## src/source/geometry_pkg.sv

```systemverilog
package geometry_pkg;

    typedef logic [9:0] coord_t;

    typedef struct packed {
        coord_t x;
        coord_t y;
    } ball_pos_t;

    typedef struct packed {
        logic   upscale;
        coord_t paddle_height;
    } game_config_t;

    localparam int unsigned WIDTH_NORMAL          = 320;
    localparam int unsigned WIDTH_UPSCALED        = 640;
    localparam int unsigned HEIGHT_NORMAL         = 240;
    localparam int unsigned HEIGHT_UPSCALED       = 480;
    localparam int unsigned EDGE_MARGIN           = 20;
    localparam int unsigned PADDLE_DEPTH          = 4;
    localparam int unsigned DEFAULT_PADDLE_HEIGHT = 40;

    function automatic coord_t field_y_max(input logic upscale);
        return upscale ? coord_t'(HEIGHT_UPSCALED - 1) : coord_t'(HEIGHT_NORMAL - 1);
    endfunction

    // Ball is lost once it reaches this column.
    function automatic coord_t field_miss_line(input logic upscale);
        return upscale ? coord_t'(WIDTH_UPSCALED - EDGE_MARGIN)
                       : coord_t'(WIDTH_NORMAL - EDGE_MARGIN);
    endfunction

    function automatic coord_t field_paddle_line(input logic upscale);
        return field_miss_line(upscale) - coord_t'(PADDLE_DEPTH);
    endfunction

endpackage
```

## src/source/physics_pkg.sv

```systemverilog
package physics_pkg;

    typedef enum logic [1:0] {
        IDLE          = 2'd0,
        RUNNING_LEFT  = 2'd1,
        RUNNING_RIGHT = 2'd2
    } motion_state_t;

    // Positive velocity moves the ball down the screen.
    typedef logic signed [9:0] velocity_t;

    typedef logic [9:0] speed_t;

    localparam int unsigned BALL_STEP        = 4;
    localparam int unsigned GRAVITY_INTERVAL = 4;
    localparam int unsigned MIN_SPEED        = 1;

    localparam geometry_pkg::coord_t START_X   = 10'd100;
    localparam geometry_pkg::coord_t START_Y   = 10'd80;
    localparam velocity_t            START_VEL = -10'sd3;

endpackage

```

## src/source/game_top.sv

```systemverilog
module game_top #(
    parameter int unsigned BASE_PERIOD = 270000
) (
    input  logic                    clk_25MHZ,
    input  logic                    reset,
    input  logic                    cfg_we,
    input  logic [1:0]              cfg_addr,
    input  geometry_pkg::coord_t    cfg_data,
    input  logic                    paddle_strobe,
    input  geometry_pkg::coord_t    paddle_y,
    output geometry_pkg::ball_pos_t ball,
    output logic                    moving_left,
    output logic                    game_over
);
    import geometry_pkg::*;
    import physics_pkg::*;

    game_config_t cfg;
    logic         start;
    coord_t       paddle_pos;
    speed_t       speed;
    logic         hit;
    logic         moving_right;

    game_config_regs u_config (
        .clk_25MHZ (clk_25MHZ),
        .reset     (reset),
        .cfg_we    (cfg_we),
        .cfg_addr  (cfg_addr),
        .cfg_data  (cfg_data),
        .cfg       (cfg),
        .start     (start)
    );

    paddle_speed_estimator u_speed (
        .clk_25MHZ     (clk_25MHZ),
        .reset         (reset),
        .paddle_strobe (paddle_strobe),
        .paddle_y      (paddle_y),
        .paddle_pos    (paddle_pos),
        .speed         (speed)
    );

    paddle_collision u_collision (
        .clk_25MHZ    (clk_25MHZ),
        .reset        (reset),
        .cfg          (cfg),
        .ball         (ball),
        .moving_right (moving_right),
        .paddle_pos   (paddle_pos),
        .hit          (hit)
    );

    ball_motion #(
        .BASE_PERIOD (BASE_PERIOD)
    ) u_motion (
        .clk_25MHZ    (clk_25MHZ),
        .reset        (reset),
        .cfg          (cfg),
        .start        (start),
        .hit          (hit),
        .speed        (speed),
        .ball         (ball),
        .moving_left  (moving_left),
        .moving_right (moving_right),
        .game_over    (game_over)
    );

endmodule

```

## src/source/ball_motion.sv

```systemverilog
module ball_motion #(
    parameter int unsigned BASE_PERIOD = 270000
) (
    input  logic                       clk_25MHZ,
    input  logic                       reset,
    input  geometry_pkg::game_config_t cfg,
    input  logic                       start,
    input  logic                       hit,
    input  physics_pkg::speed_t        speed,
    output geometry_pkg::ball_pos_t    ball,
    output logic                       moving_left,
    output logic                       moving_right,
    output logic                       game_over
);
    import geometry_pkg::*;
    import physics_pkg::*;

    localparam int CNT_W  = $clog2(BASE_PERIOD + 1);
    localparam int GRAV_W = $clog2(GRAVITY_INTERVAL);

    typedef logic [CNT_W-1:0] count_t;

    motion_state_t      state, state_next;
    ball_pos_t          ball_next;
    velocity_t          vel, vel_next, vel_grav;
    count_t             step_cnt, step_cnt_next;
    count_t             period, period_next, hit_period;
    logic [GRAV_W-1:0]  grav_cnt, grav_cnt_next;
    logic               game_over_next;
    logic               advance;
    logic signed [11:0] y_sum, y_limit;
    speed_t             safe_speed;

    assign moving_left  = (state == RUNNING_LEFT);
    assign moving_right = (state == RUNNING_RIGHT);

    // Candidate values for a step and for a paddle return.
    always_comb begin
        safe_speed = (speed < MIN_SPEED) ? speed_t'(MIN_SPEED) : speed;
        hit_period = count_t'(BASE_PERIOD / safe_speed);
        vel_grav   = (grav_cnt == GRAV_W'(GRAVITY_INTERVAL - 1)) ? vel + velocity_t'(1) : vel;
        y_sum      = signed'({2'b00, ball.y}) + vel;
        y_limit    = signed'({2'b00, field_y_max(cfg.upscale)});
    end

    always_comb begin
        state_next     = state;
        ball_next      = ball;
        vel_next       = vel;
        step_cnt_next  = step_cnt;
        grav_cnt_next  = grav_cnt;
        period_next    = period;
        game_over_next = 1'b0;
        advance        = 1'b0;

        case (state)
            IDLE: begin
                if (start) begin
                    state_next    = RUNNING_LEFT;
                    step_cnt_next = '0;
                end
            end

            RUNNING_LEFT: begin
                // Far wall reached, head back toward the paddle at base speed.
                if (ball.x == '0) begin
                    state_next    = RUNNING_RIGHT;
                    step_cnt_next = '0;
                    period_next   = count_t'(BASE_PERIOD);
                end else begin
                    advance = 1'b1;
                end
            end

            RUNNING_RIGHT: begin
                if (hit) begin
                    state_next    = RUNNING_LEFT;
                    step_cnt_next = '0;
                    period_next   = hit_period;
                end else if (ball.x >= field_miss_line(cfg.upscale)) begin
                    state_next     = IDLE;
                    game_over_next = 1'b1;
                end else begin
                    advance = 1'b1;
                end
            end

            default: begin
                state_next = IDLE;
            end
        endcase

        if (advance) begin
            if (step_cnt >= period) begin
                step_cnt_next = '0;
                if (moving_left) begin
                    ball_next.x = ball.x - coord_t'(BALL_STEP);
                end else begin
                    ball_next.x = ball.x + coord_t'(BALL_STEP);
                end

                if (grav_cnt == GRAV_W'(GRAVITY_INTERVAL - 1)) begin
                    grav_cnt_next = '0;
                end else begin
                    grav_cnt_next = grav_cnt + 1'b1;
                end

                // Wall bounce flips the already updated velocity.
                vel_next = vel_grav;
                if (y_sum >= y_limit) begin
                    ball_next.y = coord_t'(y_limit);
                    vel_next    = -vel_grav;
                end else if (y_sum <= 12'sd0) begin
                    ball_next.y = '0;
                    vel_next    = -vel_grav;
                end else begin
                    ball_next.y = coord_t'(y_sum);
                end
            end else begin
                step_cnt_next = step_cnt + 1'b1;
            end
        end
    end

    always_ff @(posedge clk_25MHZ or posedge reset) begin
        if (reset) begin
            state     <= IDLE;
            ball      <= '{x: START_X, y: START_Y};
            vel       <= START_VEL;
            step_cnt  <= '0;
            grav_cnt  <= '0;
            period    <= count_t'(BASE_PERIOD);
            game_over <= 1'b0;
        end else begin
            state     <= state_next;
            ball      <= ball_next;
            vel       <= vel_next;
            step_cnt  <= step_cnt_next;
            grav_cnt  <= grav_cnt_next;
            period    <= period_next;
            game_over <= game_over_next;
        end
    end

    ball_inside_floor: assert property (
        @(posedge clk_25MHZ) disable iff (reset)
        ball.y <= field_y_max(cfg.upscale)
    ) else $error("ball below the bottom wall");

    ball_inside_right: assert property (
        @(posedge clk_25MHZ) disable iff (reset)
        {1'b0, ball.x} <= {1'b0, field_miss_line(cfg.upscale)} + 11'(BALL_STEP)
    ) else $error("ball past the miss line by more than one step");

endmodule

```

## src/source/paddle_collision.sv

```systemverilog
module paddle_collision (
    input  logic                       clk_25MHZ,
    input  logic                       reset,
    input  geometry_pkg::game_config_t cfg,
    input  geometry_pkg::ball_pos_t    ball,
    input  logic                       moving_right,
    input  geometry_pkg::coord_t       paddle_pos,
    output logic                       hit
);
    import geometry_pkg::*;

    coord_t      paddle_line;
    logic [10:0] paddle_bottom;
    logic        in_box;
    logic        in_box_q;

    always_comb begin
        paddle_line   = field_paddle_line(cfg.upscale);
        // One extra bit so a paddle near the bottom does not wrap.
        paddle_bottom = {1'b0, paddle_pos} + {1'b0, cfg.paddle_height};
        in_box = moving_right
              && (ball.x >= paddle_line)
              && (ball.y >= paddle_pos)
              && ({1'b0, ball.y} < paddle_bottom);
    end

    always_ff @(posedge clk_25MHZ or posedge reset) begin
        if (reset) begin
            in_box_q <= 1'b0;
            hit      <= 1'b0;
        end else begin
            in_box_q <= in_box;
            hit      <= in_box && !in_box_q;
        end
    end

endmodule

```

## src/source/paddle_speed_estimator.sv

```systemverilog
module paddle_speed_estimator (
    input  logic                 clk_25MHZ,
    input  logic                 reset,
    input  logic                 paddle_strobe,
    input  geometry_pkg::coord_t paddle_y,
    output geometry_pkg::coord_t paddle_pos,
    output physics_pkg::speed_t  speed
);
    import physics_pkg::*;

    logic   sample_valid;
    speed_t delta;

    // Distance moved since the previous sample.
    always_comb begin
        if (paddle_y >= paddle_pos) begin
            delta = paddle_y - paddle_pos;
        end else begin
            delta = paddle_pos - paddle_y;
        end
    end

    always_ff @(posedge clk_25MHZ or posedge reset) begin
        if (reset) begin
            paddle_pos   <= '0;
            sample_valid <= 1'b0;
            speed        <= '0;
        end else if (paddle_strobe) begin
            paddle_pos   <= paddle_y;
            sample_valid <= 1'b1;
            // No previous sample yet, so keep the speed.
            if (sample_valid) begin
                speed <= delta;
            end
        end
    end

endmodule

```

## src/source/game_config_regs.sv

```systemverilog
module game_config_regs (
    input  logic                       clk_25MHZ,
    input  logic                       reset,
    input  logic                       cfg_we,
    input  logic [1:0]                 cfg_addr,
    input  geometry_pkg::coord_t       cfg_data,
    output geometry_pkg::game_config_t cfg,
    output logic                       start
);
    import geometry_pkg::*;

    localparam logic [1:0] ADDR_MODE   = 2'd0;
    localparam logic [1:0] ADDR_HEIGHT = 2'd1;
    localparam logic [1:0] ADDR_START  = 2'd2;

    always_ff @(posedge clk_25MHZ or posedge reset) begin
        if (reset) begin
            cfg.upscale       <= 1'b0;
            cfg.paddle_height <= coord_t'(DEFAULT_PADDLE_HEIGHT);
            start             <= 1'b0;
        end else begin
            // Start is a command only and leaves the stored fields alone.
            start <= cfg_we && (cfg_addr == ADDR_START);
            if (cfg_we) begin
                case (cfg_addr)
                    ADDR_MODE: begin
                        cfg.upscale <= cfg_data[0];
                    end
                    ADDR_HEIGHT: begin
                        cfg.paddle_height <= cfg_data;
                    end
                    default: begin
                    end
                endcase
            end
        end
    end

    start_single_pulse: assert property (
        @(posedge clk_25MHZ) disable iff (reset)
        start |=> !start
    ) else $error("start command held for two cycles");

endmodule

```

## config.mk

```make
export PLATFORM = sky130hd
export DESIGN_NAME = game_top
export DESIGN_NICKNAME = d
export VERILOG_FILES = /design/src/source/geometry_pkg.sv /design/src/source/physics_pkg.sv /design/src/source/game_top.sv /design/src/source/ball_motion.sv /design/src/source/paddle_collision.sv /design/src/source/paddle_speed_estimator.sv /design/src/source/game_config_regs.sv
export SDC_FILE = /design/constraint.sdc
export NUM_CORES = 1
export LEC_CHECK = 0
export BUFFER_PORTS_ARGS = -buffer_cell sky130_fd_sc_hd__clkbuf_2
export CAP_MARGIN = 20
export CORE_ASPECT_RATIO = 0.6
export CORE_UTILIZATION = 31
export CTS_CLUSTER_DIAMETER = 40
export DETAILED_ROUTE_END_ITERATION = 10
export GPL_TIMING_DRIVEN = 0
export PLACE_DENSITY_LB_ADDON = 0.25
export SLEW_MARGIN = 10
export SYNTH_ARGS = -nofsm -noshare
export SYNTH_HDL_FRONTEND = slang
export SYNTH_HIERARCHICAL = 1
export SYNTH_SLANG_ARGS = --single-unit
```

## constraint.sdc

```tcl
create_clock -name clk_25MHZ -period 98.3 [get_ports clk_25MHZ]
set_clock_uncertainty 0.15 [all_clocks]
set_input_delay 4.915 -clock clk_25MHZ [delete_from_list [all_inputs] [get_ports clk_25MHZ]]
set_output_delay 4.915 -clock clk_25MHZ [all_outputs]
set_load 0.01 [all_outputs]
```

# Word level (Yosys, flattened, before mapping)
# Cells that the tools add are included.
dict set report totals {
  mem_count 0
  register_bits 108
  latchBits 0
  word_cells 99
  mem_bits_rw 0
  inputBits 26
  mem_bits_ro 0
  out_inout_bits 22
}
dict set report op_classes {
  magnitude_cmp 9
  multipliers 0
  reduce_logical 18
  addsub 11
  eq_ne 12
  n_bitwise 0
  mux 32
  div 1
  shift 0
}
# op n
set ops {}
lappend ops {{two-way mux 19 bit} 7}
lappend ops {{two-way mux 10 bit} 9}
lappend ops {{case mux 19 bit (3 select lines)} 1}
lappend ops {{>= comparator 10 bit} 4}
lappend ops {{case mux 19 bit (2 select lines)} 1}
lappend ops {{divider 19 x 10 -> 32 bit (first input constant)} 1}
lappend ops {{subtractor 10 bit} 2}
lappend ops {{subtractor 10 x 3 -> 10 bit (second input constant)} 2}
lappend ops {{adder 19 x 1 -> 19 bit (second input constant)} 1}
lappend ops {{>= comparator 19 bit} 1}
lappend ops {{adder 11 x 10 -> 12 bit} 1}
lappend ops {{>= comparator 12 x 11 -> 1 bit} 1}
lappend ops {{<= comparator 12 x 1 -> 1 bit (second input constant)} 1}
lappend ops {{adder 10 x 10 -> 11 bit} 1}
lappend ops {{less-than comparator 10 x 11 -> 1 bit} 1}
lappend ops {{adder 10 x 2 -> 10 bit (second input constant)} 1}
lappend ops {{adder 10 x 3 -> 10 bit (second input constant)} 1}
lappend ops {{zero test 10 bit} 1}
lappend ops {{less-than comparator 10 x 1 -> 1 bit (second input constant)} 1}
lappend ops {{two-way mux 2 bit} 5}
lappend ops {{negation 10 bit} 1}
lappend ops {{two-way mux 9 bit} 1}
lappend ops {{!= test 3 x 2 -> 1 bit (second input constant)} 3}
lappend ops {{AND reduction 2 bit} 4}
lappend ops {{16 further kinds} 31}

# Longest topological paths before layout
dict set report logic_depth {
  word_depth 7
  depth_mapped 437
  ltp_nobuf 397
}

# Hierarchy
# Netlist, hierarchy kept.
# module instances cells_each area_per_inst_um2 seq_area_each_um2
set by_module_without_submodules {}
lappend by_module_without_submodules {ball_motion 1 3886 28663.7 1804.2}
lappend by_module_without_submodules {paddle_speed_estimator 1 178 1624.1 525.5}
lappend by_module_without_submodules {paddle_collision 1 119 970.9 50.0}
lappend by_module_without_submodules {game_config_regs 1 28 504.2 302.8}

# Least setup slack after synthesis
# Ideal clock, no wire load.
dict set report synth_timing {
  path_type {flip-flop to flip-flop}
  from {register u_speed.speed[1]}
  to {register u_motion.period[0]}
  required_ns 98.015
  n_path_buf 42
  path_stages_with_launch 408
  period_less_slack_ns 76.820
  slack_ns 21.480
  setup_time_ns 0.135
  t_arrival_ns 76.535
  path_cell_list {dfrtp_1 -> inv_1 -> a31oi_2 -> buf_2 -> clkbuf_1 -> clkbuf_1 -> buf_1 -> buf_1 -> clkbuf_1 -> nor2_1 -> ha_1 -> a21o_1 -> a311oi_1 -> nor3_1 -> o21ai_0 -> nand2_1 -> ha_1 -> a21o_1 -> [372 not listed] -> or4_1 -> buf_8 -> or4_4 -> buf_6 -> mux2_1 -> ha_1 -> nor2b_1 -> o21ai_0 -> nand2b_1 -> a21oi_1 -> nor2b_1 -> o21ai_0 -> nand2b_1 -> a31oi_1 -> nand2_1 -> o21ai_0 -> o221a_1 -> a32oi_1}
}
dict set report synth_via {
  elab_chain_cells 5
}
# element line_no
set synth_lines {}
lappend synth_lines {{start: declaration} paddle_speed_estimator.sv:7} ;# output physics_pkg::speed_t speed
lappend synth_lines {{start signal: assignment} paddle_speed_estimator.sv:33} ;# speed <= delta;
lappend synth_lines {{less-than comparator 10 x 1 -> 1 bit} ball_motion.sv:39} ;# safe_speed = (speed < MIN_SPEED) ? speed_t'(MIN_SPEED) : speed;
lappend synth_lines {{two-way mux 10 bit (*)} ball_motion.sv:39}
lappend synth_lines {{divider 19 x 10 -> 32 bit (*)} ball_motion.sv:40} ;# hit_period = count_t'(BASE_PERIOD / safe_speed);
lappend synth_lines {{two-way mux 19 bit (*)} ball_motion.sv:76} ;# if (hit) begin
lappend synth_lines {{case mux 19 bit (2 select lines) (*)} ball_motion.sv:56} ;# case (state)
lappend synth_lines {{end signal: assignment} ball_motion.sv:132} ;# period <= count_t'(BASE_PERIOD);
lappend synth_lines {{end signal: assignment} ball_motion.sv:140} ;# period <= period_next;
lappend synth_lines {{end: declaration} ball_motion.sv:27} ;# count_t period, period_next, hit_period;
# Mark *: on every way between the ends. The rest lies on a longest branch, timed or not. The select of a mux whose other input is x is not followed.
# A chain may end at the register's enable or synchronous reset.

# Worst setup path in the final report
# Same ends and word-level chain as after synthesis.

==> qor.csv <==
metric,value,unit
status,finished clean,
syn_area_per_cell,7.54,um^2
Yosys reg bits,106,
most frequent cells in the layout,"nor2_1 (393), ha_1 (342), nand2_1 (332), a21oi_1 (293), o21ai_0 (262)",
placed cells,5602,
starting density of the core,31.4,%
post-route design area,34400,um^2
Hold/Removal Path Class,reg2reg,
Yosys cell types,175,
Worst setup SP type,flip-flop,
asr flop ratio synth,100,%
First DRT Iteration DRCs,2942,
CP max FO,22,
final wirelength,105000,um
Layout Cells excl Fill,5626,
Arrival @ worst endpoint,91550,ps
top post-synthesis cells by area,"ha_1 (13%), dfrtp_1 (6.5%), xnor2_1 (5.2%), nor2_1 (4.7%), a21oi_1 (4.6%)",
Avg WL per Cell,18.7,um
Pins Over Slew Limit,0,
"Hold Vio Cnt, Final",0,
vias in the first global route,29000,
vias,32500,
Setup Viol. Count Final,0,
pin slew with the least headroom to its limit,1220,ps
Achievable Freq,10.9,MHz
Post-synth EDFFs,0,
Max-cap violations,0,
most used routing layer,met1,
Max stage delay on crit path,600,ps
largest net degree at the start of global routing,40,
IO buf count,45,
Crit path required time,98340,ps
CTS clock-pin slew for the worst setup and hold paths,80,ps
crit path capture type,flip-flop,
CTS tree,done,
"Seq/Total Area, Yosys",8.45,%
Critical-path top delay cell,dfrtp_1,
part of the cycle the worst path needs,93.1,%
initial antenna violation count,1,
met1 Use GR,34.5,%
ys flop type,dfrtp_1,
dpl ws,2810,ps
"most common cell after layout, fill and taps aside",nor2_1,
min cycle time layout,91510,ps
first-pass GRT wire length,168000,um
Critical Path Most Common Cell,a21o_1,
Sinks on Clock Net,106,
Post-Place Cell Area,33900,um^2
GRT met2 Usage,23.2,%
nets,4660,
grt met3 use,3.41,%
diodes inserted,0,
slew margin rel.,18.0,%
DR vias/cell,5.77,
Synth top area share,13.5,%
synth-to-layout area growth,8.32,%
Synth warnings,6,
Mapped Cells,4211,
dominant cell type by area after synthesis,ha_1,
Die X,415,um
# IOs,48,
GP Congestion,0.897,
Die ar.,104000,um^2
clk_lat worst skew,380,ps
Cell Rows,90,
Congestion Overflow GR,0,
Synth Cell Area,31800,um^2
Die Ht,250,um
gr usage total,19.5,%
Final ANT Viol Nets,0,
worst setup path class,reg2reg,
CTS buffer count,9,
clk buf depth,2,
DRC viols,0,
core area,101000,um^2
H-tree levels,3,
DP HPWL,87000,um
fin worst setup slack,6790,ps
CTS root buffer,clkbuf_16,
layout cell share with drive strength beyond 1,14.8,%
Pre-antenna DRT Iters,5,
## logic make-up after synthesis
logic type	Yosys count	synth area share, %
other	1	0.0118
adder cells (fa/ha/maj)	348	13.8
AO/OA/AOI/OAI	1468	33.1
flip-flops	106	8.45
XOR/XNOR	287	8.21
buffers and inverters	311	5.06
multiplexers	130	4.62
AND/OR/NAND/NOR	1560	26.7
## worst paths after layout
path                                              to  slack (ps)                  from  cells after the start
worst max-delay path              u_motion/period[0]        6790      u_speed/speed[1]                    414
worst max register to register    u_motion/period[0]        6790      u_speed/speed[1]                    414
max in group asynchronous           u_speed/speed[1]       92780                 reset                      2
worst min-delay path                 u_collision/hit         250  u_collision/in_box_q                      1
worst min register to register       u_collision/hit         250  u_collision/in_box_q                      1
min in group asynchronous       u_collision/in_box_q        4330                 reset                      2
## stage by stage
step / util [%] / setup TNS (ps) / hold slack [ps]
after CTS: 33.9 / 0 / 256
after global placement: 33.3 / 0 / 237
after floorplan: - / 0 / 230
final: 34.1 / 0 / 251
after detailed placement: 33.6 / 0 / 249
after global routing: 34.1 / -24.8 / 275
## layout make-up
type	instances	area, um^2
fillers	10700	66600
multi-input cells	3796	27600
flip-flops and latches	106	2680
well taps	1334	1670
plain buffers	126	915
inverters	184	693
repair buffers	64	533
clock buffers	12	256
clock inverters	4	57.6
## critical path, delay by kind of cell (launching register included)
family / cells / cell delay [ps]
and+or+nand+nor: 124 / 22590
muxes: 8 / 2790
buffers and inverters: 50 / 12450
AOI/OAI and AO/OA: 202 / 42910
xor gates and xnor gates: 1 / 150
DFF: 1 / 600
adders and majority gates: 29 / 9480
## repair_timing
| item | CTS | global route |
|---|---|---|
| hold endpoints to repair | 0 | 0 |
| resized for setup | 0 | 36 |
| hold buffers | 0 | 0 |
| endpoints found under the setup margin | 0 | 2 |
| buffers inserted | 0 | 3 |
## layer usage
metal	share of wire [%]	wire (um)
met1	59	61600
met2	33	35200
met3	7.6	8000
met4	0.48	502
met5	0	0
## cell usage after synthesis, drive strengths merged (96+ instances only)
library cell and n:
ha 342, nor3 113, xor2 96, xnor2 191
a21oi 312, nor2 408, inv 184, o21ai 304
nand2b 102, a21o 188, nand3 117, nand2 348
## state kept, by name, summed over array words and instances (netlist names)
name	cells
u_motion/ball	18
u_motion/grav_cnt	2
u_config/start	1
u_speed/speed	10
u_collision/in_box_q	1
u_motion/state	2
u_motion/step_cnt	19
u_motion/game_over	1
u_motion/period	19
u_collision/hit	1
u_speed/paddle_pos	10
u_motion/vel	10
u_config/cfg	11
u_speed/sample_valid	1
Power is left out: the tool's default activity adds up to more than one toggle a clock period on the data nets, which glitch-free logic cannot reach.
